===== src/common/ternary_macros.svh =====
/* size macros for the ternary matrix-vector multiplier:
   input count, row count, input width, result width and carry width. */
`ifndef TERNARY_MACROS_SVH
`define TERNARY_MACROS_SVH

// number of inputs in the vector, one column of the matrix each.
`define TM_IN_LEN 8

// number of output rows.
`define TM_OUT_LEN 4

// signed input width.
`define TM_IN_BITS 8

// signed result width, wide enough for the largest row sum (+1024 here).
`define TM_OUT_BITS 12

// per-row carry width, must hold the input count.
`define TM_CARRY_BITS 4

`endif


===== src/common/ternary_pkg.sv =====
/* weight code enum and matrix, operand and result types. */
`default_nettype none

`include "ternary_macros.svh"

package ternary_pkg;

  // the negative bit wins, so code 2'b11 behaves as NEG.
  typedef enum logic [1:0] {
    ZERO = 2'b00,
    POS  = 2'b01,
    NEG  = 2'b10
  } ternary_e;

  typedef ternary_e [`TM_IN_LEN-1:0] weight_row_t;   // one code per input.
  typedef weight_row_t [`TM_OUT_LEN-1:0] weight_mat_t;

  typedef logic signed [`TM_IN_BITS-1:0] operand_t;
  typedef operand_t [`TM_IN_LEN-1:0] operand_vec_t;

  typedef logic signed [`TM_OUT_BITS-1:0] result_t;
  typedef result_t [`TM_OUT_LEN-1:0] result_vec_t;

endpackage

`default_nettype wire


===== src/common/bit_stream_if.sv =====
/* serial operand stream from the serializer to the row array. */
`default_nettype none

`include "ternary_macros.svh"

interface bit_stream_if;

  // one bit per input, least significant step first.
  logic [`TM_IN_LEN-1:0] bits;

  logic first;   // step zero of a product.
  logic last;    // final step, bit TM_OUT_BITS-1.
  logic active;  // high on every step of a product.

  modport src (
    output bits,
    output first,
    output last,
    output active
  );

  modport dst (
    input bits,
    input first,
    input last,
    input active
  );

endinterface

`default_nettype wire


===== src/logic/weight_store.sv =====
/* register matrix of ternary weight codes, one write per strobe. */
`default_nettype none

`include "ternary_macros.svh"

module weight_store
  import ternary_pkg::*;
(
  input  logic                          clk,
  input  logic                          rst,
  input  logic                          we,
  input  logic [$clog2(`TM_OUT_LEN)-1:0] row,
  input  logic [$clog2(`TM_IN_LEN)-1:0]  col,
  input  ternary_e                      code,
  input  logic                          lock,
  output weight_mat_t                   weights
);

  // the row array reads the matrix on every step, so it stays frozen
  // while a product is in flight.
  always_ff @(posedge clk) begin
    if (rst) begin
      for (int r = 0; r < `TM_OUT_LEN; r++) begin
        for (int c = 0; c < `TM_IN_LEN; c++) begin
          weights[r][c] <= ZERO;
        end
      end
    end else if (we && !lock) begin
      weights[row][col] <= code;
    end
  end

  // the host must address a real cell of the matrix.
  a_index_range: assert property (
    @(posedge clk) disable iff (rst)
    we |-> ((row < `TM_OUT_LEN) && (col < `TM_IN_LEN))
  );

endmodule

`default_nettype wire


===== src/matvec/operand_serializer.sv =====
/* input vector latch and lsb-first serializer with sign extension. */
`default_nettype none

`include "ternary_macros.svh"

module operand_serializer
  import ternary_pkg::*;
(
  input  logic         clk,
  input  logic         rst,
  input  logic         start,
  input  operand_vec_t x,
  input  logic         done_in,
  output logic         busy,
  bit_stream_if.src    stream
);

  localparam int STEP_BITS = $clog2(`TM_OUT_BITS);

  operand_vec_t         sh;
  logic [STEP_BITS-1:0] step;
  logic                 busy_q;
  logic                 accept;

  // busy drops in the cycle the collector shows done.
  assign busy   = busy_q && !done_in;
  assign accept = start && !busy;

  always_ff @(posedge clk) begin
    if (rst) begin
      busy_q        <= 1'b0;
      stream.active <= 1'b0;
      stream.first  <= 1'b0;
      stream.last   <= 1'b0;
      step          <= '0;
    end else if (accept) begin
      busy_q        <= 1'b1;
      stream.active <= 1'b1;
      stream.first  <= 1'b1;
      stream.last   <= 1'b0;
      step          <= '0;
    end else begin
      if (done_in) busy_q <= 1'b0;
      if (stream.active) begin
        stream.first  <= 1'b0;
        stream.last   <= (step == STEP_BITS'(`TM_OUT_BITS - 2));
        stream.active <= !stream.last;  // the step after last ends the product.
        step          <= step + 1'b1;
      end
    end
  end

  // the msb is copied down, so steps above the input width repeat the sign.
  always_ff @(posedge clk) begin
    if (accept) begin
      sh <= x;
    end else if (stream.active) begin
      for (int i = 0; i < `TM_IN_LEN; i++) begin
        sh[i] <= {sh[i][`TM_IN_BITS-1], sh[i][`TM_IN_BITS-1:1]};
      end
    end
  end

  always_comb begin
    for (int i = 0; i < `TM_IN_LEN; i++) begin
      stream.bits[i] = sh[i][0];
    end
  end

  // tags are only meaningful on steps of a running product.
  a_tags_in_active: assert property (
    @(posedge clk) disable iff (rst)
    (stream.first || stream.last) |-> stream.active
  );

endmodule

`default_nettype wire


===== src/matvec/ternary_row_array.sv =====
/* one bit-serial ternary adder per row with negative-weight correction. */
`default_nettype none

`include "ternary_macros.svh"

module ternary_row_array
  import ternary_pkg::*;
(
  input  logic                   clk,
  input  logic                   rst,
  input  weight_mat_t            weights,
  bit_stream_if.dst              stream,
  output logic [`TM_OUT_LEN-1:0] row_bits,
  output logic                   row_first,
  output logic                   row_last,
  output logic                   row_valid
);

  localparam int SUM_BITS = `TM_CARRY_BITS + 1;

  logic [`TM_OUT_LEN-1:0] sum_lsb;

  for (genvar r = 0; r < `TM_OUT_LEN; r++) begin : g_row
    logic [`TM_CARRY_BITS-1:0] carry;
    logic [`TM_CARRY_BITS-1:0] neg_count;
    logic [`TM_CARRY_BITS-1:0] carry_in;
    logic [`TM_IN_LEN-1:0]     term;
    logic [SUM_BITS-1:0]       sum;

    always_comb begin
      logic [1:0] code;
      neg_count = '0;
      for (int i = 0; i < `TM_IN_LEN; i++) begin
        code = weights[r][i];
        if (code[1]) begin
          term[i]   = ~stream.bits[i];   // ones' complement, the +1 comes from neg_count.
          neg_count = neg_count + 1'b1;
        end else if (code == POS) begin
          term[i] = stream.bits[i];
        end else begin
          term[i] = 1'b0;
        end
      end
      carry_in = stream.first ? neg_count : carry;
      sum      = SUM_BITS'(carry_in);
      for (int i = 0; i < `TM_IN_LEN; i++) begin
        sum = sum + SUM_BITS'(term[i]);
      end
    end

    assign sum_lsb[r] = sum[0];

    always_ff @(posedge clk) begin
      if (rst) begin
        carry <= '0;
      end else if (stream.active) begin
        carry <= sum[SUM_BITS-1:1];
      end
    end

    // at most TM_IN_LEN terms plus a carry of at most TM_IN_LEN, halved.
    a_carry_bound: assert property (
      @(posedge clk) disable iff (rst)
      carry <= `TM_CARRY_BITS'(`TM_IN_LEN)
    );
  end

  always_ff @(posedge clk) begin
    row_bits <= sum_lsb;
  end

  always_ff @(posedge clk) begin
    if (rst) begin
      row_first <= 1'b0;
      row_last  <= 1'b0;
      row_valid <= 1'b0;
    end else begin
      row_first <= stream.first;
      row_last  <= stream.last;
      row_valid <= stream.active;
    end
  end

endmodule

`default_nettype wire


===== src/matvec/result_collector.sv =====
/* deserializer for the row results with a one-cycle done pulse. */
`default_nettype none

`include "ternary_macros.svh"

module result_collector
  import ternary_pkg::*;
(
  input  logic                   clk,
  input  logic                   rst,
  input  logic [`TM_OUT_LEN-1:0] row_bits,
  input  logic                   row_first,
  input  logic                   row_last,
  input  logic                   row_valid,
  output result_vec_t            y,
  output logic                   done
);

  result_vec_t acc;
  logic        pend;  // last bit is in acc, publish on the next edge.

  // bits enter at the top, so after TM_OUT_BITS steps the lsb sits at bit 0.
  always_ff @(posedge clk) begin
    if (row_valid) begin
      for (int r = 0; r < `TM_OUT_LEN; r++) begin
        if (row_first) begin
          acc[r] <= {row_bits[r], {(`TM_OUT_BITS-1){1'b0}}};
        end else begin
          acc[r] <= {row_bits[r], acc[r][`TM_OUT_BITS-1:1]};
        end
      end
    end
  end

  always_ff @(posedge clk) begin
    if (rst) begin
      pend <= 1'b0;
      done <= 1'b0;
      y    <= '0;
    end else begin
      pend <= row_valid && row_last;
      done <= pend;
      if (pend) y <= acc;
    end
  end

  a_tags_need_valid: assert property (
    @(posedge clk) disable iff (rst)
    (row_first || row_last) |-> row_valid
  );

endmodule

`default_nettype wire


===== src/logic/matvec_top.sv =====
/* top level of the ternary matrix-vector multiplier. */
`default_nettype none

`include "ternary_macros.svh"

module matvec_top
  import ternary_pkg::*;
(
  input  logic                          clk,
  input  logic                          rst,
  input  logic                          w_we,
  input  logic [$clog2(`TM_OUT_LEN)-1:0] w_row,
  input  logic [$clog2(`TM_IN_LEN)-1:0]  w_col,
  input  ternary_e                      w_code,
  input  operand_vec_t                  x_in,
  input  logic                          start,
  output result_vec_t                   y_out,
  output logic                          done,
  output logic                          busy
);

  weight_mat_t            weights;
  logic [`TM_OUT_LEN-1:0] row_bits;
  logic                   row_first;
  logic                   row_last;
  logic                   row_valid;

  bit_stream_if u_stream ();

  weight_store u_weights (
    .clk     (clk),
    .rst     (rst),
    .we      (w_we),
    .row     (w_row),
    .col     (w_col),
    .code    (w_code),
    .lock    (busy),       // writes during a product are dropped.
    .weights (weights)
  );

  operand_serializer u_serializer (
    .clk     (clk),
    .rst     (rst),
    .start   (start),
    .x       (x_in),
    .done_in (done),
    .busy    (busy),
    .stream  (u_stream.src)
  );

  ternary_row_array u_rows (
    .clk       (clk),
    .rst       (rst),
    .weights   (weights),
    .stream    (u_stream.dst),
    .row_bits  (row_bits),
    .row_first (row_first),
    .row_last  (row_last),
    .row_valid (row_valid)
  );

  result_collector u_collector (
    .clk       (clk),
    .rst       (rst),
    .row_bits  (row_bits),
    .row_first (row_first),
    .row_last  (row_last),
    .row_valid (row_valid),
    .y         (y_out),
    .done      (done)
  );

endmodule

`default_nettype wire


===== config.mk =====
export PLATFORM = sky130hd
export DESIGN_NAME = matvec_top
export DESIGN_NICKNAME = d
export VERILOG_FILES = /design/src/common/ternary_pkg.sv /design/src/common/bit_stream_if.sv /design/src/logic/weight_store.sv /design/src/matvec/operand_serializer.sv /design/src/matvec/ternary_row_array.sv /design/src/matvec/result_collector.sv /design/src/logic/matvec_top.sv
export VERILOG_INCLUDE_DIRS = /design/src /design/src/common
export SDC_FILE = /design/constraint.sdc
export NUM_CORES = 1
export LEC_CHECK = 0
export ABC_AREA = 1
export BUFFER_PORTS_ARGS = -buffer_cell sky130_fd_sc_hd__buf_2
export CORE_AREA = 2 2 126 190
export DETAILED_ROUTE_END_ITERATION = 12
export DIE_AREA = 0 0 128 192
export GPL_TIMING_DRIVEN = 0
export PLACE_DENSITY_LB_ADDON = 0.15
export SYNTH_ARGS = -nofsm -noshare
export SYNTH_HDL_FRONTEND = slang
export SYNTH_SLANG_ARGS = --single-unit

===== constraint.sdc =====
create_clock -name clk -period 5.65 [get_ports clk]
set_clock_uncertainty 0.2 [all_clocks]
set_input_delay 0.2825 -clock clk [delete_from_list [all_inputs] [get_ports clk]]
set_output_delay 0.2825 -clock clk [all_outputs]
set_load 0.01 [all_outputs]

==> results.yml, run 1 <==
placement:
  placed_area_um2: 14600
  dp_cells: 2153
  place.gp.congestion: 0.912
  dp_hpwl_mm: 24.6
  port_buffers: 124
yosys:
  ys_top_cells_by_count: "nand2_1, inv_1, nor2_1"
  syn_area_per_cell_um2: 7.77
  synth_largest_area_cell: "edfxtp_1"
  syn_inst: 1747
  synthTopCellsByArea: "edfxtp_1, dfxtp_1, nand2_1"
  yosys_most_used_dff: "dfxtp_1"
  yosysMostFrequentCell: "nand2_1"
  syn_nets: 1903
  synth_area_um2: 13600
  synth_edf_count: 112
  async_reset_ff_frac: 0
  synth_top_area_frac: 0.248
  ys_warn_count: 0
  ys_seq_area_frac: 0.461
  synth_seq_cells: 257
  synth_cell_types: 40
clock_tree:
  numCtsBuffers: 25
  htreeDepth: 1
  cts_sinks: 257
  clk_pin_slew_ns: 0.07
  clk_path_buf_depth: 3
  clk_latency_ns: 0.53
  cts_setup_buffers: 0
  cts-root-buf: "clkbuf_16"
  cts_tree: "done"
power_and_ir_drop:
  finalPower_mw: 4.25
  power_density_nw_per_um2: 264
  seqPwrFrac: 0.500
  p_sw_mw: 1.05
  intPower_mw: 3.20
  max-vdd-ir-drop_uv: 243
  swShare: 0.247
  power_frac_comb: 0.099
  pwr-share-clk: 0.401
  p_leak_nw: 7.68
setup_path:
  crit_path_max_fanout: 5
  crit_start: "u_weights.weights[17]"
  path_depth: 25
  timing.rr.start: "u_weights.weights[17]"
  cp.arrival_ns: 5.54
  cp_top_family: "adder cells"
  cp_slowest_cell: "fa_1"
  startpoint_type: "flip-flop"
  r2r_cells: 25
  cp_slowest_stage_delay_ns: 0.46
  crit_buf_inv: 5
  endpoint_kind: "flip-flop"
  cp_common_cell: "ha_1"
  required_ns: 5.87
  path_class: "flip-flop to flip-flop"
routing:
  wire_per_inst_um: 15.4
  drt_iter0_drc: 726
  firstDrtPassIters: 5
  vias: 12200
  drc: 0
  via_per_inst: 5.39
  wl_mm: 34.8
  ant_nets: 0
die:
  die-area_um2: 24600
  placementRows: 68
  dieHeight_um: 192
  die_x_um: 128
  core-area_um2: 22800
  io_pins: 125
  initial_utilization: 0.596
grt:
  grt_overflow_total: 0
  grt_max_degree: 32
  grt_antenna_before_repair: 0
  grt_pass1_wl_mm: 56.2
  grt_pass1_vias: 12200
  grtUsageTotal: 0.284
timing:
  worst_pin_slew_ns: 0.913
  post-route-min-period_ns: 5.32
  relSlewSlack: 0.391
  rsz0062_at_grt: "true"
  slew_violations: 0
  setup-tns-final_ns: 0
  setup_viol: 0
  max_freq_ghz: 0.188
  post-route-period-util: 0.941
  hold_viol_final: 0
finish:
  drive_above_1_share: 0.120
  nets: 2124
  syn_to_final_growth_pct: 18.7
  antenna_cells: 0
  fin_cells: 2267
  fill_cells: 1807
  fin_area_um2: 16100
hold_path:
  holdCritStartpoint: "w_col[2]"
  whs_path_depth: 6
  min_path_type: "input pin to flip-flop"
outcome:
  status: "completed"
run:
  cap_violations: 0
==> tightest hold or removal path, stage by stage <==
cell and delay, ns:
buf_2 0.11, nor3_1 0.05, inv_1 0.17, nor2_1 0.09
inv_1 0.08, a21oi_1 0.07
==> cell usage in the layout, fill, tap and decap left out, types with 3 or more instances in the layout <==
| cell | n |
|---|---|
| edfxtp_1 | 112 |
| clkinv_1 | 3 |
| o31ai_1 | 3 |
| fa_1 | 20 |
| nor2_1 | 202 |
| clkbuf_16 | 25 |
| buf_1 | 3 |
| a21oi_1 | 112 |
| nand3_2 | 7 |
| inv_2 | 14 |
| or2_2 | 9 |
| nor2_2 | 5 |
| dlygate4sd3_1 | 68 |
| o21ai_1 | 8 |
| nand2_1 | 427 |
| dfxtp_1 | 144 |
| nand2_2 | 27 |
| ha_1 | 60 |
| clkbuf_1 | 58 |
| clkinv_2 | 5 |
| xor2_1 | 9 |
| nand3_1 | 96 |
| inv_1 | 211 |
| buf_2 | 124 |
| nand2_4 | 3 |
| xnor2_1 | 10 |
| o21ai_0 | 176 |
| nor3_1 | 11 |
| bufinv_16 | 3 |
==> final cells by class <==
type	count	area, µm²	area share
sequential	257	6270	0.389
buffer	56	221	0.0137
multi-input combinational	1206	6260	0.388
clock inverter	12	143	0.00885
clock buffer	34	679	0.0421
inverter	228	858	0.0532
tap	280	350	0.0217
timing repair buffer	194	1340	0.0832
==> sequential cells by signal, indices dropped and copies added (netlist names), 4 cells and up <==
| signal | count |
|---|---|
| u_serializer.step | 4 |
| u_serializer.sh | 56 |
| u_rows.row_bits | 4 |
| u_serializer.stream.bits | 8 |
| u_rows.g_row.carry | 16 |
| u_collector.acc | 48 |
| u_weights.weights | 64 |
| u_collector.y | 48 |
==> per-layer routing <==
layer / wire (µm) / share of wire / GRT usage / vias to the layer above
met5: 0 / 0 / 0 / -
met4: 1620 / 0.046 / 0.133 / 0
met3: 1880 / 0.054 / 0.0351 / 108
met2: 18500 / 0.53 / 0.553 / 410
met1: 12800 / 0.37 / 0.299 / 5644
li1: - / - / - / 6065
==> worst paths after layout <==
path                              end  slack [ns]
min              u_weights.weights[5]        0.17
max reg2reg  u_rows.g_row[1].carry[1]        0.33
max          u_rows.g_row[1].carry[1]        0.33
min reg2reg       u_collector.acc[35]        0.21
==> cells by family (layout without fill, tap and decap cells) <==
kind of cell    after synthesis  after routing  share of synthesized area
flops                       257            257                      0.461
compound gates              312            312                      0.118
simple gates                794            794                      0.243
fa+ha+maj                    81             81                     0.0857
xor+xnor                     19             19                     0.0123
buf+inv                     284            524                     0.0795
==> through the flow <==
stage	utilization	setup slack [ns]	hold slack, ns
finish	0.707	0.334	0.170
floorplan	-	0.737	0.167
CTS	0.706	0.155	0.156
detailed placement	0.640	0.241	0.194
global placement	0.638	0.456	0.187
global route	0.707	-0.0396	0.206
==> power groups by stage <==
stage / Combinational, mW / Clock, mW / Sequential (mW)
after floorplan: 0.243 / 0 / 2.14
after global routing: 0.472 / 1.79 / 2.14
after detailed placement: 0.374 / 0 / 2.17
final: 0.422 / 1.70 / 2.13
after global placement: 0.353 / 0 / 2.17
after CTS: 0.412 / 1.71 / 2.13
==> timing repair <==
item | in CTS | in global routing
gates resized for setup | 0 | 5
endpoints found under the hold margin | 71 | 0
endpoints found under the setup margin | 0 | 9
hold buffers | 68 | 0
(Power assumes the default switching activity.)
==> run 2, diff against run 1 <==
- CORE_AREA: 2 2 126 190 -> 2 2 122 183
- DIE_AREA: 0 0 128 192 -> 0 0 124 185
- clock period: 5.65 -> 6.7 ns (I/O delays scaled with it)
==> run 2 against run 1 <==
Global-route usage increased by 2.3 points. Final cell count decreased by 0.53%. Core utilization increased by 3.8 points. Fmax decreased by 1.2%. First-iteration DRC count decreased by 0.28%. Clock power decreased by 21%. Largest cell class unchanged. Highest routed layer unchanged.
==> results.yml, run 2 (same netlist as run 1, synthesis figures left out) <==
outcome:
  status: "completed"
finish:
  drive_above_1_share: 0.116
  nets: 2123
  biggestRegsByFlops: "u_weights.weights x64, u_serializer.sh x56"
  antenna_cells: 0
  largest_register_ffs: 64
  final_cell_mix: "nand2_1, inv_1, nor2_1, o21ai_0, dfxtp_1"
  fill_cells: 1600
  ff_latch_area_um2: 6270
  layout_commonest_cell: "nand2_1"
  syn_to_final_growth_pct: 17.9
  multiInputGateArea_um2: 6240
  regMostFlops: "u_weights.weights"
grt:
  grt_overflow_total: 0
  grt_antenna_before_repair: 0
  grtUsageTotal: 0.307
  grt_pass1_vias: 12400
  grt_pass1_wl_mm: 56.1
  grt_max_degree: 31
timing:
  worst_pin_slew_ns: 0.928
  hold_viol_final: 0
  post-route-min-period_ns: 5.38
  slew_violations: 0
  post-route-period-util: 0.803
  relSlewSlack: 0.381
  setup_viol: 0
  rsz0062_at_grt: "false"
  timing.hold.ws_ns: 0.0152
  max_freq_ghz: 0.186
  setup-tns-final_ns: 0
setup_path:
  endpoint_kind: "flip-flop"
  cp_slowest_cell: "ha_1"
  timing.rr.start: "u_weights.weights[49]"
  crit_start: "u_weights.weights[49]"
  crit_path_max_fanout: 5
  path_class: "flip-flop to flip-flop"
  cp_slowest_stage_delay_ns: 0.37
  cp.arrival_ns: 5.60
  required_ns: 6.92
  startpoint_type: "flip-flop"
routing:
  drt_iter0_drc: 724
  firstDrtPassIters: 6
  vias: 12400
  wire_per_inst_um: 15.6
  ant_nets: 0
  via_per_inst: 5.48
  wl_mm: 35.2
  drc: 0
clock_tree:
  cts_sinks: 257
  cts-root-buf: "clkbuf_16"
  cts_setup_buffers: 0
  numCtsBuffers: 25
  clk_pin_slew_ns: 0.07
  htreeDepth: 1
  clk_latency_ns: 0.52
  cts_tree: "done"
  clk_path_buf_depth: 3
power_and_ir_drop:
  finalPower_mw: 3.50
  power_density_nw_per_um2: 219
  max-vdd-ir-drop_uv: 236
  p_leak_nw: 7.63
die:
  placementRows: 66
  die_x_um: 124
  die-area_um2: 22900
  core-area_um2: 21500
  dieHeight_um: 185
  initial_utilization: 0.632
  io_pins: 125
placement:
  port_buffers: 124
  place.gp.congestion: 0.910
  dp_hpwl_mm: 24.4
hold_path:
  holdCritStartpoint: "w_code[1]"
  min_path_type: "input pin to flip-flop"
run:
  cap_violations: 0
## run 2: cell types whose count changed in the layout (fill, tap and decap cells not counted), moves of 2 or more
cell and delta:
clkinv_1 +2, bufinv_16 -2, inv_6 -2, clkbuf_1 -2
## run 2: layout make-up
type                    instances  share of cell area
flip-flops and latches        257               0.392
multi-input cells            1206               0.390
repair buffers                193              0.0832
inverters                     228              0.0536
clock buffers                  32              0.0420
well taps                     272              0.0213
plain buffers                  56              0.0138
clock inverters                11             0.00492
## run 2: metrics by stage
| step | util | setup slack [ns] | std cells | instance area, µm² |
|---|---|---|---|---|
| 2_1_floorplan | - | 1.79 | 1747 | 13600 |
| 3_3_place_gp | 0.677 | 1.50 | 2143 | 14500 |
| 3_5_place_dp | 0.679 | 1.34 | 2145 | 14600 |
| 4_1_cts | 0.745 | 1.32 | 2255 | 16000 |
| 5_1_grt | 0.745 | 0.818 | 2255 | 16000 |
| 6_report | 0.745 | 1.32 | 2255 | 16000 |
## run 2: per-layer routing
metal | track usage | up-vias | part of all wire
li1 | - | 6062 | -
met2 | 0.602 | 397 | 0.54
met4 | 0.137 | 0 | 0.043
met1 | 0.316 | 5793 | 0.36
met3 | 0.0379 | 103 | 0.056
met5 | 0 | - | 0
## run 2: path summary, 6_finish.rpt
path                                                 end  slack (ns)  depth (start not counted)
worst max-delay path            u_rows.g_row[3].carry[2]        1.32                         31
worst min register to register       u_collector.acc[47]        0.21                          0
worst max register to register  u_rows.g_row[3].carry[2]        1.32                         31
worst min-delay path                u_weights.weights[3]        0.02                          3
## run 2: report_power, final
group | total, mW | internal (mW) | switching (mW)
clock network | 1.34 | 0.742 | 0.599
registers | 1.80 | 1.74 | 0.0542
logic | 0.359 | 0.127 | 0.232
## run 2: critical path: cells and delay by family, from the launching register on
family	cells	cell delay, ns
compound gates	5	0.75
fa+ha+maj	7	2.05
buf+inv	4	0.33
flops	1	0.36
simple gates	15	1.56
## run 2: timing repair
| item | 4_1_cts | 5_1_grt |
|---|---|---|
| gates resized for setup | 0 | 0 |
| hold buffers | 67 | 0 |
| endpoints found under the hold margin | 69 | 0 |
| setup endpoints to repair | 0 | 0 |
